<file path="src/common/str_link_pkg.sv">
// ----------------------------------------
// string link constants and types
// line timing, frame characters and the
// string buffer struct shared by all blocks
// ----------------------------------------

package str_link_pkg;

	// system clock and line rate
	localparam int CLK_FREQ     = 50_000_000;
	localparam int BAUD_RATE    = 115_200;

	// 434 clocks per bit at these rates
	localparam int CLKS_PER_BIT = CLK_FREQ / BAUD_RATE;

	// width of the bit-time counters in the uart blocks
	localparam int BIT_CNT_W    = $clog2(CLKS_PER_BIT);

	// string capacity, 128 chars = 1024 bits
	localparam int MAX_CHARS    = 128;
	localparam int LEN_W        = 8;

	// deframer gives up on a frame after 1 ms of silence
	localparam int RX_IDLE_CLKS = 50_000;
	localparam int IDLE_CNT_W   = $clog2(RX_IDLE_CLKS + 1);

	// frame is {{ content }}
	localparam logic [7:0] SOF_CHAR = 8'h7b;
	localparam logic [7:0] EOF_CHAR = 8'h7d;

	// char 0 sits in the lowest byte of chars
	typedef struct packed {
		logic [MAX_CHARS-1:0][7:0] chars;
		logic [LEN_W-1:0]          len;
	} str_buf_t;

endpackage

</file>
<file path="src/uart/uart_tx.sv">
// ----------------------------------------
// uart transmitter, 8n1
// start bit, 8 data bits lsb first, stop bit
// ----------------------------------------

`timescale 1ns/1ps

module uart_tx
	import str_link_pkg::*;
(
	input  logic       sys_clk,
	input  logic       sys_rst_n,
	input  logic [7:0] byte_data,
	input  logic       byte_req,
	output logic       txd,
	output logic       byte_done
);

	logic                 busy;
	logic [BIT_CNT_W-1:0] clk_cnt;
	logic [3:0]           bit_idx;
	logic [9:0]           tx_shift;
	logic                 bit_end;

	assign bit_end   = (clk_cnt == BIT_CNT_W'(CLKS_PER_BIT - 1));

	// last cycle of the stop bit
	assign byte_done = busy && bit_end && (bit_idx == 4'd9);

	// shifter fills with ones, so the line idles high
	assign txd       = tx_shift[0];

	always_ff @(posedge sys_clk or negedge sys_rst_n) begin
		if (!sys_rst_n) begin
			busy     <= 1'b0;
			clk_cnt  <= '0;
			bit_idx  <= '0;
			tx_shift <= '1;
		end else if (!busy) begin
			clk_cnt <= '0;
			bit_idx <= '0;
			if (byte_req) begin
				busy     <= 1'b1;
				// stop, data, start
				tx_shift <= {1'b1, byte_data, 1'b0};
			end
		end else if (bit_end) begin
			clk_cnt  <= '0;
			tx_shift <= {1'b1, tx_shift[9:1]};
			if (bit_idx == 4'd9) begin
				busy <= 1'b0;
			end else begin
				bit_idx <= bit_idx + 4'd1;
			end
		end else begin
			clk_cnt <= clk_cnt + 1'b1;
		end
	end

endmodule

</file>
<file path="config.mk">
export PLATFORM = sky130hd
export DESIGN_NAME = uart_tx
export DESIGN_NICKNAME = d
export VERILOG_FILES = /design/src/common/str_link_pkg.sv /design/src/uart/uart_tx.sv
export SDC_FILE = /design/constraint.sdc
export NUM_CORES = 1
export LEC_CHECK = 0
export ABC_AREA = 1
export ABC_CLOCK_PERIOD_IN_PS = 3340
export BUFFER_PORTS_ARGS = -buffer_cell sky130_fd_sc_hd__buf_2
export CAP_MARGIN = 20
export CORE_MARGIN = 2
export CORE_UTILIZATION = 55
export CTS_BUF_LIST = sky130_fd_sc_hd__clkbuf_16
export CTS_CLUSTER_SIZE = 20
export DETAILED_ROUTE_END_ITERATION = 7
export GPL_TIMING_DRIVEN = 0
export PLACE_DENSITY = 0.75
export REMOVE_ABC_BUFFERS = 1
export SLEW_MARGIN = 20
export SYNTH_ARGS = -nofsm -noshare
export SYNTH_HDL_FRONTEND = slang
export SYNTH_SLANG_ARGS = --single-unit
</file>
<file path="constraint.sdc">
create_clock -name sys_clk -period 3.34 [get_ports sys_clk]
set_input_delay 0.167 -clock sys_clk [delete_from_list [all_inputs] [get_ports sys_clk]]
set_output_delay 0.167 -clock sys_clk [all_outputs]
set_load 0.005 [all_outputs]
</file>
# Word level (Yosys, flattened, before mapping)

Index checks and enable logic that the tools add are counted.

Add/sub/neg operators: 2
Equal/unequal tests: 4
Mux-type cells: 12
Reduce and logical (&&, ||, !) cells: 5

Operators by type and width:

| cell                | count |
|---|---|
| $mux 10             | 3 |
| $mux 9              | 2 |
| $mux 4              | 3 |
| $add 9x1->9 const B | 1 |
| $eq 9x9->1 const B  | 1 |
| $add 4x1->4 const B | 1 |
| $eq 4x4->1 const B  | 1 |
| $mux 1              | 4 |
| $reduce_and 2->1    | 2 |
| $logic_and 1x1->1   | 2 |
| $ne 2x1->1 const B  | 1 |
| $ne 2x2->1 const B  | 1 |
| $reduce_bool 2->1   | 1 |

Logic and storage cells: 27
Output and inout bits: 2
Flip-flop bits (word level): 24
Input port bits: 11

# Depth between registers and ports, before layout

Gate-level depths: netlist of the first run.

Depth after elaboration: 4
Depth in mapped cells: 9
Gate-level depth less buffers: 9

# Worst setup path after synthesis of the first run

No wires, ideal clock.

Kind: register to register
From: reg clk_cnt[0]
To: reg bit_idx[0]
Clock period less this slack: 1.226 ns
Required time: 3.222 ns
Path buffers: 1
Stages on the path, launching flop included: 9
Path slack: 2.114 ns
Arrival: 1.109 ns
Library setup time: 0.118 ns
Path through: dfrtp_1 -> ha_1 -> nand2_1 -> nor2_2 -> nand2_2 -> nand2_4 -> buf_6 -> nand3_1 -> nand2_1

Longest elaborated chain between the ends: 3

RTL lines:

| item                       | RTL line      | text |
|---|---|---|
| start: declaration         | uart_tx.sv:20 | `logic [BIT_CNT_W-1:0] clk_cnt;` |
| start signal: assignment   | uart_tx.sv:56 | `clk_cnt <= clk_cnt + 1'b1;` |
| $eq 9x9->1                 | uart_tx.sv:25 | `assign bit_end = (clk_cnt == BIT_CNT_W'(CLKS_PER_BIT - 1));` |
| $ne 2x1->1 (no line)       | -             |  |
| $reduce_and 2->1 (no line) | -             |  |
| end signal: assignment     | uart_tx.sv:53 | `bit_idx <= bit_idx + 4'd1;` |
| end: declaration           | uart_tx.sv:21 | `logic [3:0] bit_idx;` |

Every way passes these cells.
A chain may end at the register's enable or synchronous reset.

# Worst setup path in the final report of the first run

From: reg busy
To: out byte_done

Longest elaborated chain between the ends: 2

RTL lines:

| item                           | RTL line      | text |
|---|---|---|
| start: declaration             | uart_tx.sv:19 | `logic busy;` |
| start signal: assignment       | uart_tx.sv:35 | `busy <= 1'b0;` |
| start signal: assignment       | uart_tx.sv:43 | `busy <= 1'b1;` |
| start signal: assignment       | uart_tx.sv:51 | `busy <= 1'b0;` |
| $logic_and 1x1->1 (2 in a row) | uart_tx.sv:28 | `assign byte_done = busy && bit_end && (bit_idx == 4'd9);` |
| end: declaration               | uart_tx.sv:16 | `output logic byte_done` |

Every way passes these cells.

==> impl_metrics.csv, run 1 <==
group,metric,value,unit
sta,setup_tns,0,ns
floorplanning,die_w,51.7,um
floorplanning,ioPinCount,13,
worst_setup_path,start_kind,"register",
global_route,grt.total_usage,22.2,%
worst_setup_path,reg2reg_slack,1.71,ns
outcome,run_status,"complete, no violations",
worst_setup_path,cp-endpoint,"byte_done",
drt,wl_per_cell,12.4,um
yosys,synth-simple-area-share,38.4,%
sta,fmax,544,MHz
layout,layout_common_cells,"nand2_1, nand3_1, nor2_1",
drt,routed_wl,2540,um
clock_network,clk_latency,0.26,ns
floorplanning,fp-row-count,17,
layout,drive_above_1_share,18.1,%
power,p_per_area,607,mW/mm^2
yosys,synthMuxAreaShare,0,%
drt,drc,0,
sta,worst_pin_slew,0.567,ns
sta,slew_headroom,62.2,%
floorplanning,initial_core_util,57.2,%
layout,final_core_util,64.1,%
clock_network,htreeDepth,1,
yosys,synth-seq-cells,23,
hold_path,hold_class,"in -> reg",
placement,hpwlAfterDp,1670,um
global_route,antenna_found_initial,0,
drt,routed_via_density,5.20,
clock_network,cts_resized,0,
drt,dr.pass1.iters,4,
yosys,netlist_instances,165,
clock_network,tritoncts,"built",
yosys,synth_compound_area_share,2.00,%
clock_network,cts_setup_buffers,0,
clock_network,root_buffer,"clkbuf_16",
power,vdd_ir_drop_max,0.450,mV
sta,setup_viol,0,
yosys,synth_xor_xnor_area_share,2.10,%
sta,setup_ws,1.50,ns
drt,route.vias.total,1066,
yosys,synth.avg_cell_area,7.59,um^2
clock_network,clkSinkCount,23,
global_route,grt_pass1_vias,1006,
yosys,yosysWarnings,0,
clock_network,hold_buffers,1,
placement,port_buffers,12,
worst_setup_path,r2r-start,"busy",
worst_setup_path,reg2reg_to,"tx_shift[3]",
yosys,syn-cell-area,0.00125,mm^2
layout,final_common_cell,"nand2_1",
global_route,grt_pass1_wl,4310,um
worst_setup_path,crit_required,3.17,ns
sta,rsz0062_at_grt,"false",
placement,place_ws,1.74,ns
drt,drt_iter0_drc,25,
worst_setup_path,crit_start,"busy",
worst_setup_path,crit_arrival,1.67,ns
sta,final.min_clock_period,1.84,ns
layout,insertedDiodeCount,0,
sta,hold_ws,0.221,ns
floorplanning,die_h,51.7,um
placement,place.gp.congestion,0.942,
clock_network,cts_buffer_depth,2,
sta,fin_crit_sh,55.1,%
worst_setup_path,worst_setup_path_end_kind,"output pin",
floorplanning,fp.dieArea,0.00267,mm^2
yosys,synth_top_family_by_area,"simple AND/OR/NAND/NOR gates",
global_route,grt_max_degree,24,
drt,ant_nets,0,
yosys,synth_fa_ha_area_share,4.00,%
global_route,grt_remaining_overflow,0,
layout,num-nets-final,193,
sta,finalHoldViolations,0,
power,p_leak,0.000740,uW
sta,maxSlewViolCount,0,
clock_network,clkTransAtPathRegs,0.06,ns
yosys,ys_seq_area_share,46.9,%
worst_setup_path,worstPathMaxFanout,16,
layout,syn2layout_area_growth,12.2,%
worst_setup_path,r2r_cells,4,
sta,skew,0.00129,ns
job,cap_violations,0,
floorplanning,coreArea,0.00219,mm^2
clock_network,cts_buffers,3,
worst_setup_path,path_class,"reg -> out",
yosys,yosysUniqueCellTypes,21,
-- worst min path at each step --
stage / startpoint / end / slack (ns) / cells past startpoint
final: byte_data[5] / tx_shift[6] / 0.22 / 5
after global placement: sys_rst_n / clk_cnt[5] / 0.16 / 1
after detailed placement: sys_rst_n / clk_cnt[5] / 0.17 / 1
after CTS: byte_data[5] / tx_shift[6] / 0.22 / 5
after floorplan: sys_rst_n / bit_idx[0] / -0.13 / 0
after global routing: byte_data[6] / tx_shift[7] / 0.26 / 5
-- final cells by class --
class                   instances  area (um^2)
multi-input cells             123          582
clock buffers                   3         75.1
fillers                       196          786
repair buffers                 13         70.1
flip-flops and latches         23          587
inverters                      14         52.6
clock inverters                 1         3.75
well taps                      28         35.0
-- where the power goes --
group | switching [uW] | internal (uW) | leakage [uW] | total [uW]
registers | 57.4 | 353 | 0.000267 | 410
clock network | 97.6 | 160 | 0.0000423 | 258
logic | 110 | 74.7 | 0.000431 | 185
-- cell usage after synthesis (all sizes together) --
master	number	area [um^2]
nand2	59	236
nand3	25	125
nor2	21	83.8
dfrtp	14	350
inv	14	52.6
dfstp	9	236
buf	5	31.3
a21oi	4	20.0
ha	4	50.1
nand4	2	12.5
nor3	2	10.0
or2	2	12.5
xor2	2	17.5
o21ai	1	5.00
xnor2	1	8.76
-- registers in the layout, indices dropped and copies added, names as in the netlist --
register,count
clk_cnt,9
bit_idx,4
tx_shift,9
busy,1
-- worst max-delay path, cell delays in order, from the launching register on --
cell and delay (ns):
dfrtp_1 0.70, nand4_1 0.38, nor2_1 0.20, buf_2 0.13
-- per-layer routing --
metal	track usage (%)	up-vias	part of all wire, %
li1	-	542	-
met1	26.9	492	47
met2	37.0	27	47
met3	4.31	5	3.7
met4	12.3	0	2.1
met5	0	-	0
-- cells by family (layout without fill, tap and decap cells) --
group	Yosys count	count (layout)
and+or+nand+nor	111	111
DFF	23	23
buffers and inverters	19	31
AOI/OAI and AO/OA	5	5
adders and majority gates	4	4
xor gates and xnor gates	3	3
-- through the flow --
step           std cells  total power, uW  instance area [um^2]
2_1_floorplan        160              539                  1220
3_3_place_gp         200              575                  1320
3_5_place_dp         200              592                  1320
4_1_cts              205              856                  1410
5_1_grt              205              908                  1410
6_report             205              853                  1410
(Power assumes the default switching activity.)
==> run 2, diff against run 1 <==
--- a/config.mk
+++ b/config.mk
@@ -5,8 +5,8 @@
 export SDC_FILE = /design/constraint.sdc
 export NUM_CORES = 1
 export LEC_CHECK = 0
-export ABC_AREA = 1
-export ABC_CLOCK_PERIOD_IN_PS = 3340
+export ABC_AREA = 0
+export ABC_CLOCK_PERIOD_IN_PS = 1700
 export BUFFER_PORTS_ARGS = -buffer_cell sky130_fd_sc_hd__buf_2
 export CAP_MARGIN = 20
 export CORE_MARGIN = 2
@@ -15,7 +15,7 @@
 export CTS_CLUSTER_SIZE = 20
 export DETAILED_ROUTE_END_ITERATION = 7
 export GPL_TIMING_DRIVEN = 0
-export PLACE_DENSITY = 0.75
+export PLACE_DENSITY = 0.76
 export REMOVE_ABC_BUFFERS = 1
 export SLEW_MARGIN = 20
 export SYNTH_ARGS = -nofsm -noshare
==> constraint.sdc (replaced) <==
create_clock -name sys_clk -period 1.7 [get_ports sys_clk]
set_input_delay 0.085 -clock sys_clk [delete_from_list [all_inputs] [get_ports sys_clk]]
set_output_delay 0.085 -clock sys_clk [all_outputs]
set_load 0.005 [all_outputs]
==> impl_metrics.csv, run 2 <==
group,metric,value,unit
drt,wl_per_cell,14.8,um
clock_network,tritoncts,"built",
yosys,yosysUniqueCellTypes,30,
yosys,syn-cell-area,0.00115,mm^2
drt,dr.pass1.iters,4,
drt,drt_iter0_drc,32,
yosys,synth_top_area_cell,"dfrtp_1",
floorplanning,fp.dieArea,0.00248,mm^2
power,p_per_area,759,mW/mm^2
clock_network,clkSinkCount,23,
global_route,antenna_found_initial,0,
yosys,yosysMostFrequentCell,"dfrtp_1",
sta,maxSlewViolCount,0,
sta,finalHoldViolations,0,
global_route,grt_remaining_overflow,0,
sta,fin_crit_sh,102,%
floorplanning,ioPinCount,13,
outcome,violations,"negative setup slack",
worst_setup_path,r2r-start,"clk_cnt[2]",
worst_setup_path,critPathTopFamily,"simple AND/OR/NAND/NOR gates",
yosys,synth.avg_cell_area,10.7,um^2
placement,port_buffers,12,
clock_network,clk_latency,0.25,ns
placement,hpwlAfterDp,1570,um
drt,route.vias.total,924,
worst_setup_path,path_class,"reg -> reg",
sta,skew,0.00144,ns
drt,routed_via_density,5.92,
clock_network,root_buffer,"clkbuf_16",
sta,rsz0062_at_grt,"true",
clock_network,htreeDepth,1,
layout,syn2layout_area_growth,23.0,%
sta,slew_headroom,64.8,%
floorplanning,die_h,49.8,um
sta,worst_pin_slew,0.527,ns
power,vdd_ir_drop_max,0.647,mV
yosys,yosysWarnings,0,
worst_setup_path,crit_buf_inv,0,
sta,setup_ws,-0.0260,ns
layout,fill_cells,154,
layout,multiInputGateArea,579,um^2
global_route,grt_pass1_wl,3940,um
worst_setup_path,crit_start,"clk_cnt[2]",
job,cap_violations,0,
power,p_leak,0.000587,uW
floorplanning,coreArea,0.00196,mm^2
worst_setup_path,start_kind,"register",
placement,place.gp.congestion,0.771,
sta,final.min_clock_period,1.73,ns
global_route,grt.total_usage,21.1,%
sta,setup_viol,1,
yosys,ys.flop_type,"dfrtp_1",
outcome,run_status,"finished with violations",
drt,drc,0,
sta,hold_ws,0.0889,ns
worst_setup_path,cp_slowest_cell,"or4b_4",
worst_setup_path,crit_arrival,1.91,ns
sta,fmax,579,MHz
yosys,synth-seq-cells,23,
yosys,synthArstFlopShare,100,%
layout,layout_common_cells,"dfrtp_1, buf_2, nand2b_1",
layout,drive_above_1_share,34.9,%
worst_setup_path,max_stage_delay,0.60,ns
worst_setup_path,cp_cell_sequence,"or4b_4 > or4_4 > a21oi_2",
clock_network,cts_buffers,3,
yosys,synth-edff-count,0,
worst_setup_path,worstPathMaxFanout,6,
drt,ant_nets,0,
hold_path,hold_start,"byte_data[7]",
layout,reg.largest.list,"clk_cnt (9), tx_shift (9), bit_idx (4)",
global_route,grt_max_degree,24,
yosys,ys_seq_area_share,50.8,%
layout,num-nets-final,145,
floorplanning,initial_core_util,58.9,%
floorplanning,die_w,49.8,um
floorplanning,fp-row-count,16,
power,total_power,1080,uW
layout,seqCellArea,589,um^2
drt,routed_wl,2310,um
yosys,ys_top_cells_by_count,"dfrtp_1, nand2b_1, dfstp_2",
yosys,synth_area_leaders,"dfrtp_1, dfstp_2, nand2b_1, ha_1, o221a_1",
hold_path,hold_class,"in -> reg",
yosys,netlist_instances,108,
clock_network,clkTransAtPathRegs,0.06,ns
worst_setup_path,worst_setup_path_end_kind,"register",
worst_setup_path,crit_required,1.88,ns
layout,insertedDiodeCount,0,
global_route,grt_pass1_vias,877,
clock_network,cts_buffer_depth,2,
yosys,synth.top_cell.area_share,30.3,%
==> run 2: worst paths after layout <==
path	to	slack, ns	depth (start not counted)
min reg2reg	tx_shift[0]	0.48	2
max reg2reg	bit_idx[3]	-0.03	3
max	bit_idx[3]	-0.03	3
max in group asynchronous	clk_cnt[2]	1.01	2
min	tx_shift[8]	0.09	3
min in group asynchronous	bit_idx[2]	0.33	2
==> run 2: layer usage <==
| metal | vias to the layer above | wire length (um) | global-route usage (%) |
|---|---|---|---|
| li1 | 440 | - | - |
| met3 | 7 | 99 | 3.03 |
| met4 | 0 | 55 | 9.26 |
| met2 | 31 | 1150 | 33.3 |
| met1 | 446 | 1010 | 28.8 |
| met5 | - | 0 | 0 |
==> run 2: per-stage QoR <==
step / TNS, ns / cells / utilization, % / instance area [um^2] / worst slack (ns)
after floorplan: -0.0325 / 106 / - / 1150 / -0.0325
after global placement: -2.70 / 145 / 63.2 / 1240 / -0.185
after detailed placement: -3.10 / 145 / 63.2 / 1240 / -0.206
after CTS: 0 / 156 / 71.2 / 1400 / 0.000866
after global routing: -0.0976 / 156 / 72.4 / 1420 / -0.0622
final: -0.0260 / 156 / 72.4 / 1420 / -0.0260
==> run 2: report_power, final <==
group	leakage (uW)	total, uW	switching, uW	internal (uW)
registers	0.000266	552	0.872	551
clock network	0.0000409	500	184	316
logic	0.000281	26.1	13.3	12.7
total	0.000587	1080	198	879
==> run 2: cell families (layout without fill, tap and decap cells) <==
logic type / Yosys count / in the layout / share of synthesized area [%]
buffers and inverters: 8 / 29 / 2.71
and+or+nand+nor: 42 / 42 / 20.4
muxes: 3 / 3 / 2.60
xor gates and xnor gates: 3 / 3 / 2.28
adders and majority gates: 4 / 4 / 4.33
DFF: 23 / 23 / 50.8
AOI/OAI and AO/OA: 25 / 25 / 16.9
==> run 2: worst register-to-register path, cell delays in order, from the launching register on <==
cell	delay, ns
dfrtp_2	0.43
or4b_4	0.60
or4_4	0.51
a21oi_2	0.12
==> run 2: cell type report <==
class                   instances  area share (%)
clock buffers                   3            5.29
clock inverters                 1           0.352
inverters                       6            1.59
multi-input cells              77            40.8
flip-flops and latches         23            41.5
well taps                      27            2.38
repair buffers                 19            8.11
==> run 2: repair_timing <==
item / CTS / global route
setup endpoints to repair: 20 / 2
buffers inserted: 6 / 0
endpoints found under the hold margin: 14 / 0
resized for setup: 6 / 5
pin swaps: 1 / 2
hold buffers: 1 / 0
==> run 3, diff against run 2 <==
--- a/config.mk
+++ b/config.mk
@@ -5,7 +5,7 @@
 export SDC_FILE = /design/constraint.sdc
 export NUM_CORES = 1
 export LEC_CHECK = 0
-export ABC_AREA = 0
+export ABC_AREA = 1
 export ABC_CLOCK_PERIOD_IN_PS = 1700
 export BUFFER_PORTS_ARGS = -buffer_cell sky130_fd_sc_hd__buf_2
 export CAP_MARGIN = 20
@@ -15,7 +15,7 @@
 export CTS_CLUSTER_SIZE = 20
 export DETAILED_ROUTE_END_ITERATION = 7
 export GPL_TIMING_DRIVEN = 0
-export PLACE_DENSITY = 0.76
+export PLACE_DENSITY = 0.75
 export REMOVE_ABC_BUFFERS = 1
 export SLEW_MARGIN = 20
 export SYNTH_ARGS = -nofsm -noshare
==> impl_metrics.csv, run 3 (synthesized netlist as in run 1, its figures left out) <==
group,metric,value,unit
floorplanning,ioPinCount,13,
hold_path,hold_depth,5,
power,p_leak,0.000740,uW
worst_setup_path,worst_setup_path_end_kind,"output pin",
floorplanning,initial_core_util,57.2,%
sta,rsz0062_at_grt,"false",
clock_network,cts_buffers,3,
clock_network,htreeDepth,1,
clock_network,cts_setup_buffers,0,
drt,drt_iter0_drc,25,
hold_path,hold_class,"in -> reg",
power,vdd_ir_drop_max,0.884,mV
outcome,run_status,"complete, no violations",
sta,maxSlewViolCount,0,
floorplanning,die_h,51.7,um
layout,layout_common_cells,"nand2_1, nand3_1, nor2_1",
sta,worst_pin_slew,0.544,ns
layout,multiInputGateArea,582,um^2
worst_setup_path,crit_arrival,1.45,ns
drt,routed_via_density,5.23,
sta,finalHoldViolations,0,
global_route,antenna_found_initial,0,
worst_setup_path,r2r_cells,9,
power,total_power,1680,uW
global_route,grt_max_degree,24,
floorplanning,fp-row-count,17,
power,p_per_area,1190,mW/mm^2
drt,ant_nets,0,
floorplanning,fp.dieArea,0.00267,mm^2
sta,setup_tns,0,ns
sta,slew_headroom,63.7,%
layout,final_common_cell,"nand2_1",
sta,fin_crit_sh,90.3,%
worst_setup_path,start_kind,"register",
global_route,grt.total_usage,22.2,%
clock_network,tritoncts,"built",
worst_setup_path,crit_required,1.62,ns
layout,insertedDiodeCount,0,
drt,dr.pass1.iters,4,
clock_network,root_buffer,"clkbuf_16",
drt,routed_wl,2540,um
drt,wl_per_cell,12.4,um
worst_setup_path,worstPathMaxFanout,16,
layout,syn2layout_area_growth,12.3,%
sta,final.min_clock_period,1.54,ns
placement,place_ws,0.0974,ns
floorplanning,die_w,51.7,um
placement,place.gp.congestion,0.942,
clock_network,clkTransAtPathRegs,0.06,ns
global_route,grt_pass1_vias,1006,
placement,hpwlAfterDp,1670,um
sta,setup_viol,0,
clock_network,clk_latency,0.26,ns
layout,design_area,0.00141,mm^2
layout,num-nets-final,193,
worst_setup_path,path_class,"reg -> out",
layout,fill_cells,195,
layout,seqCellArea,588,um^2
job,cap_violations,0,
layout,drive_above_1_share,18.6,%
global_route,grt_remaining_overflow,0,
layout,reg.largest.list,"clk_cnt (9), tx_shift (9), bit_idx (4)",
floorplanning,coreArea,0.00219,mm^2
placement,dp.cells,200,
placement,placed_area,0.00132,mm^2
drt,drc,0,
placement,port_buffers,12,
clock_network,cts_buffer_depth,2,
drt,route.vias.total,1072,
sta,skew,0.00120,ns
global_route,grt_pass1_wl,4310,um
sta,fmax,651,MHz
sta,setup_ws,0.164,ns
layout,stdcell_count,205,
clock_network,clkSinkCount,23,
-- run 3: cell types whose count changed in the layout (fill, tap and decap cells not counted), moves of 5 or more --
| cell | change |
|---|---|
| inv_1 | +8 |
| buf_4 | -6 |
| nor2_1 | +12 |
| nand2_1 | +50 |
| nand3_1 | +21 |
| o21ai_0 | -5 |
| nand2b_1 | -10 |
-- run 3: worst max-delay path, cell delays in order (launching register included) --
cell and delay, ns:
dfrtp_2 0.55, nand4_1 0.32, nor2_1 0.19, buf_2 0.13
-- run 3: area by class of cell --
class,instances,share of cell area (%)
Inverter,14,3.74
Timing Repair Buffer,13,4.98
Clock buffer,3,5.34
Tap cell,28,2.49
Clock inverter,1,0.267
Multi-Input combinational cell,123,41.4
Sequential cell,23,41.8
-- run 3: per-layer routing --
layer / up-vias / track usage (%) / wire (um) / share of wire, %
li1: 543 / - / - / -
met1: 495 / 26.9 / 1190 / 47
met2: 29 / 37.0 / 1190 / 47
met3: 5 / 4.31 / 102 / 4.0
met4: 0 / 12.3 / 53 / 2.1
met5: - / 0 / 0 / 0
-- run 3: repair_timing --
action                                  CTS  global route
resized for setup                         1             0
endpoints found under the setup margin    1             0
hold buffers                              1             0
hold endpoints to repair                 14             0
-- run 3: stage by stage --
stage	util (%)	hold WS, ns
after CTS	64.2	0.138
after global routing	64.2	0.176
after detailed placement	60.1	0.0872
after global placement	60.1	0.0818
final	64.2	0.140
after floorplan	-	-0.211
-- run 3: power breakdown --
group	internal, uW	switching [uW]	leakage (uW)
logic	147	216	0.000431
registers	694	113	0.000267
clock network	314	192	0.0000423
-- run 3: path summary, 6_finish.rpt --
path	endpoint	slack, ns	from
hold reg to reg	tx_shift[8]	0.48	tx_shift[8]
setup reg to reg	clk_cnt[3]	0.18	clk_cnt[1]
max in group asynchronous	busy	1.00	sys_rst_n
hold / removal	tx_shift[6]	0.14	byte_data[5]
min in group asynchronous	clk_cnt[4]	0.33	sys_rst_n
setup / recovery	byte_done	0.16	busy
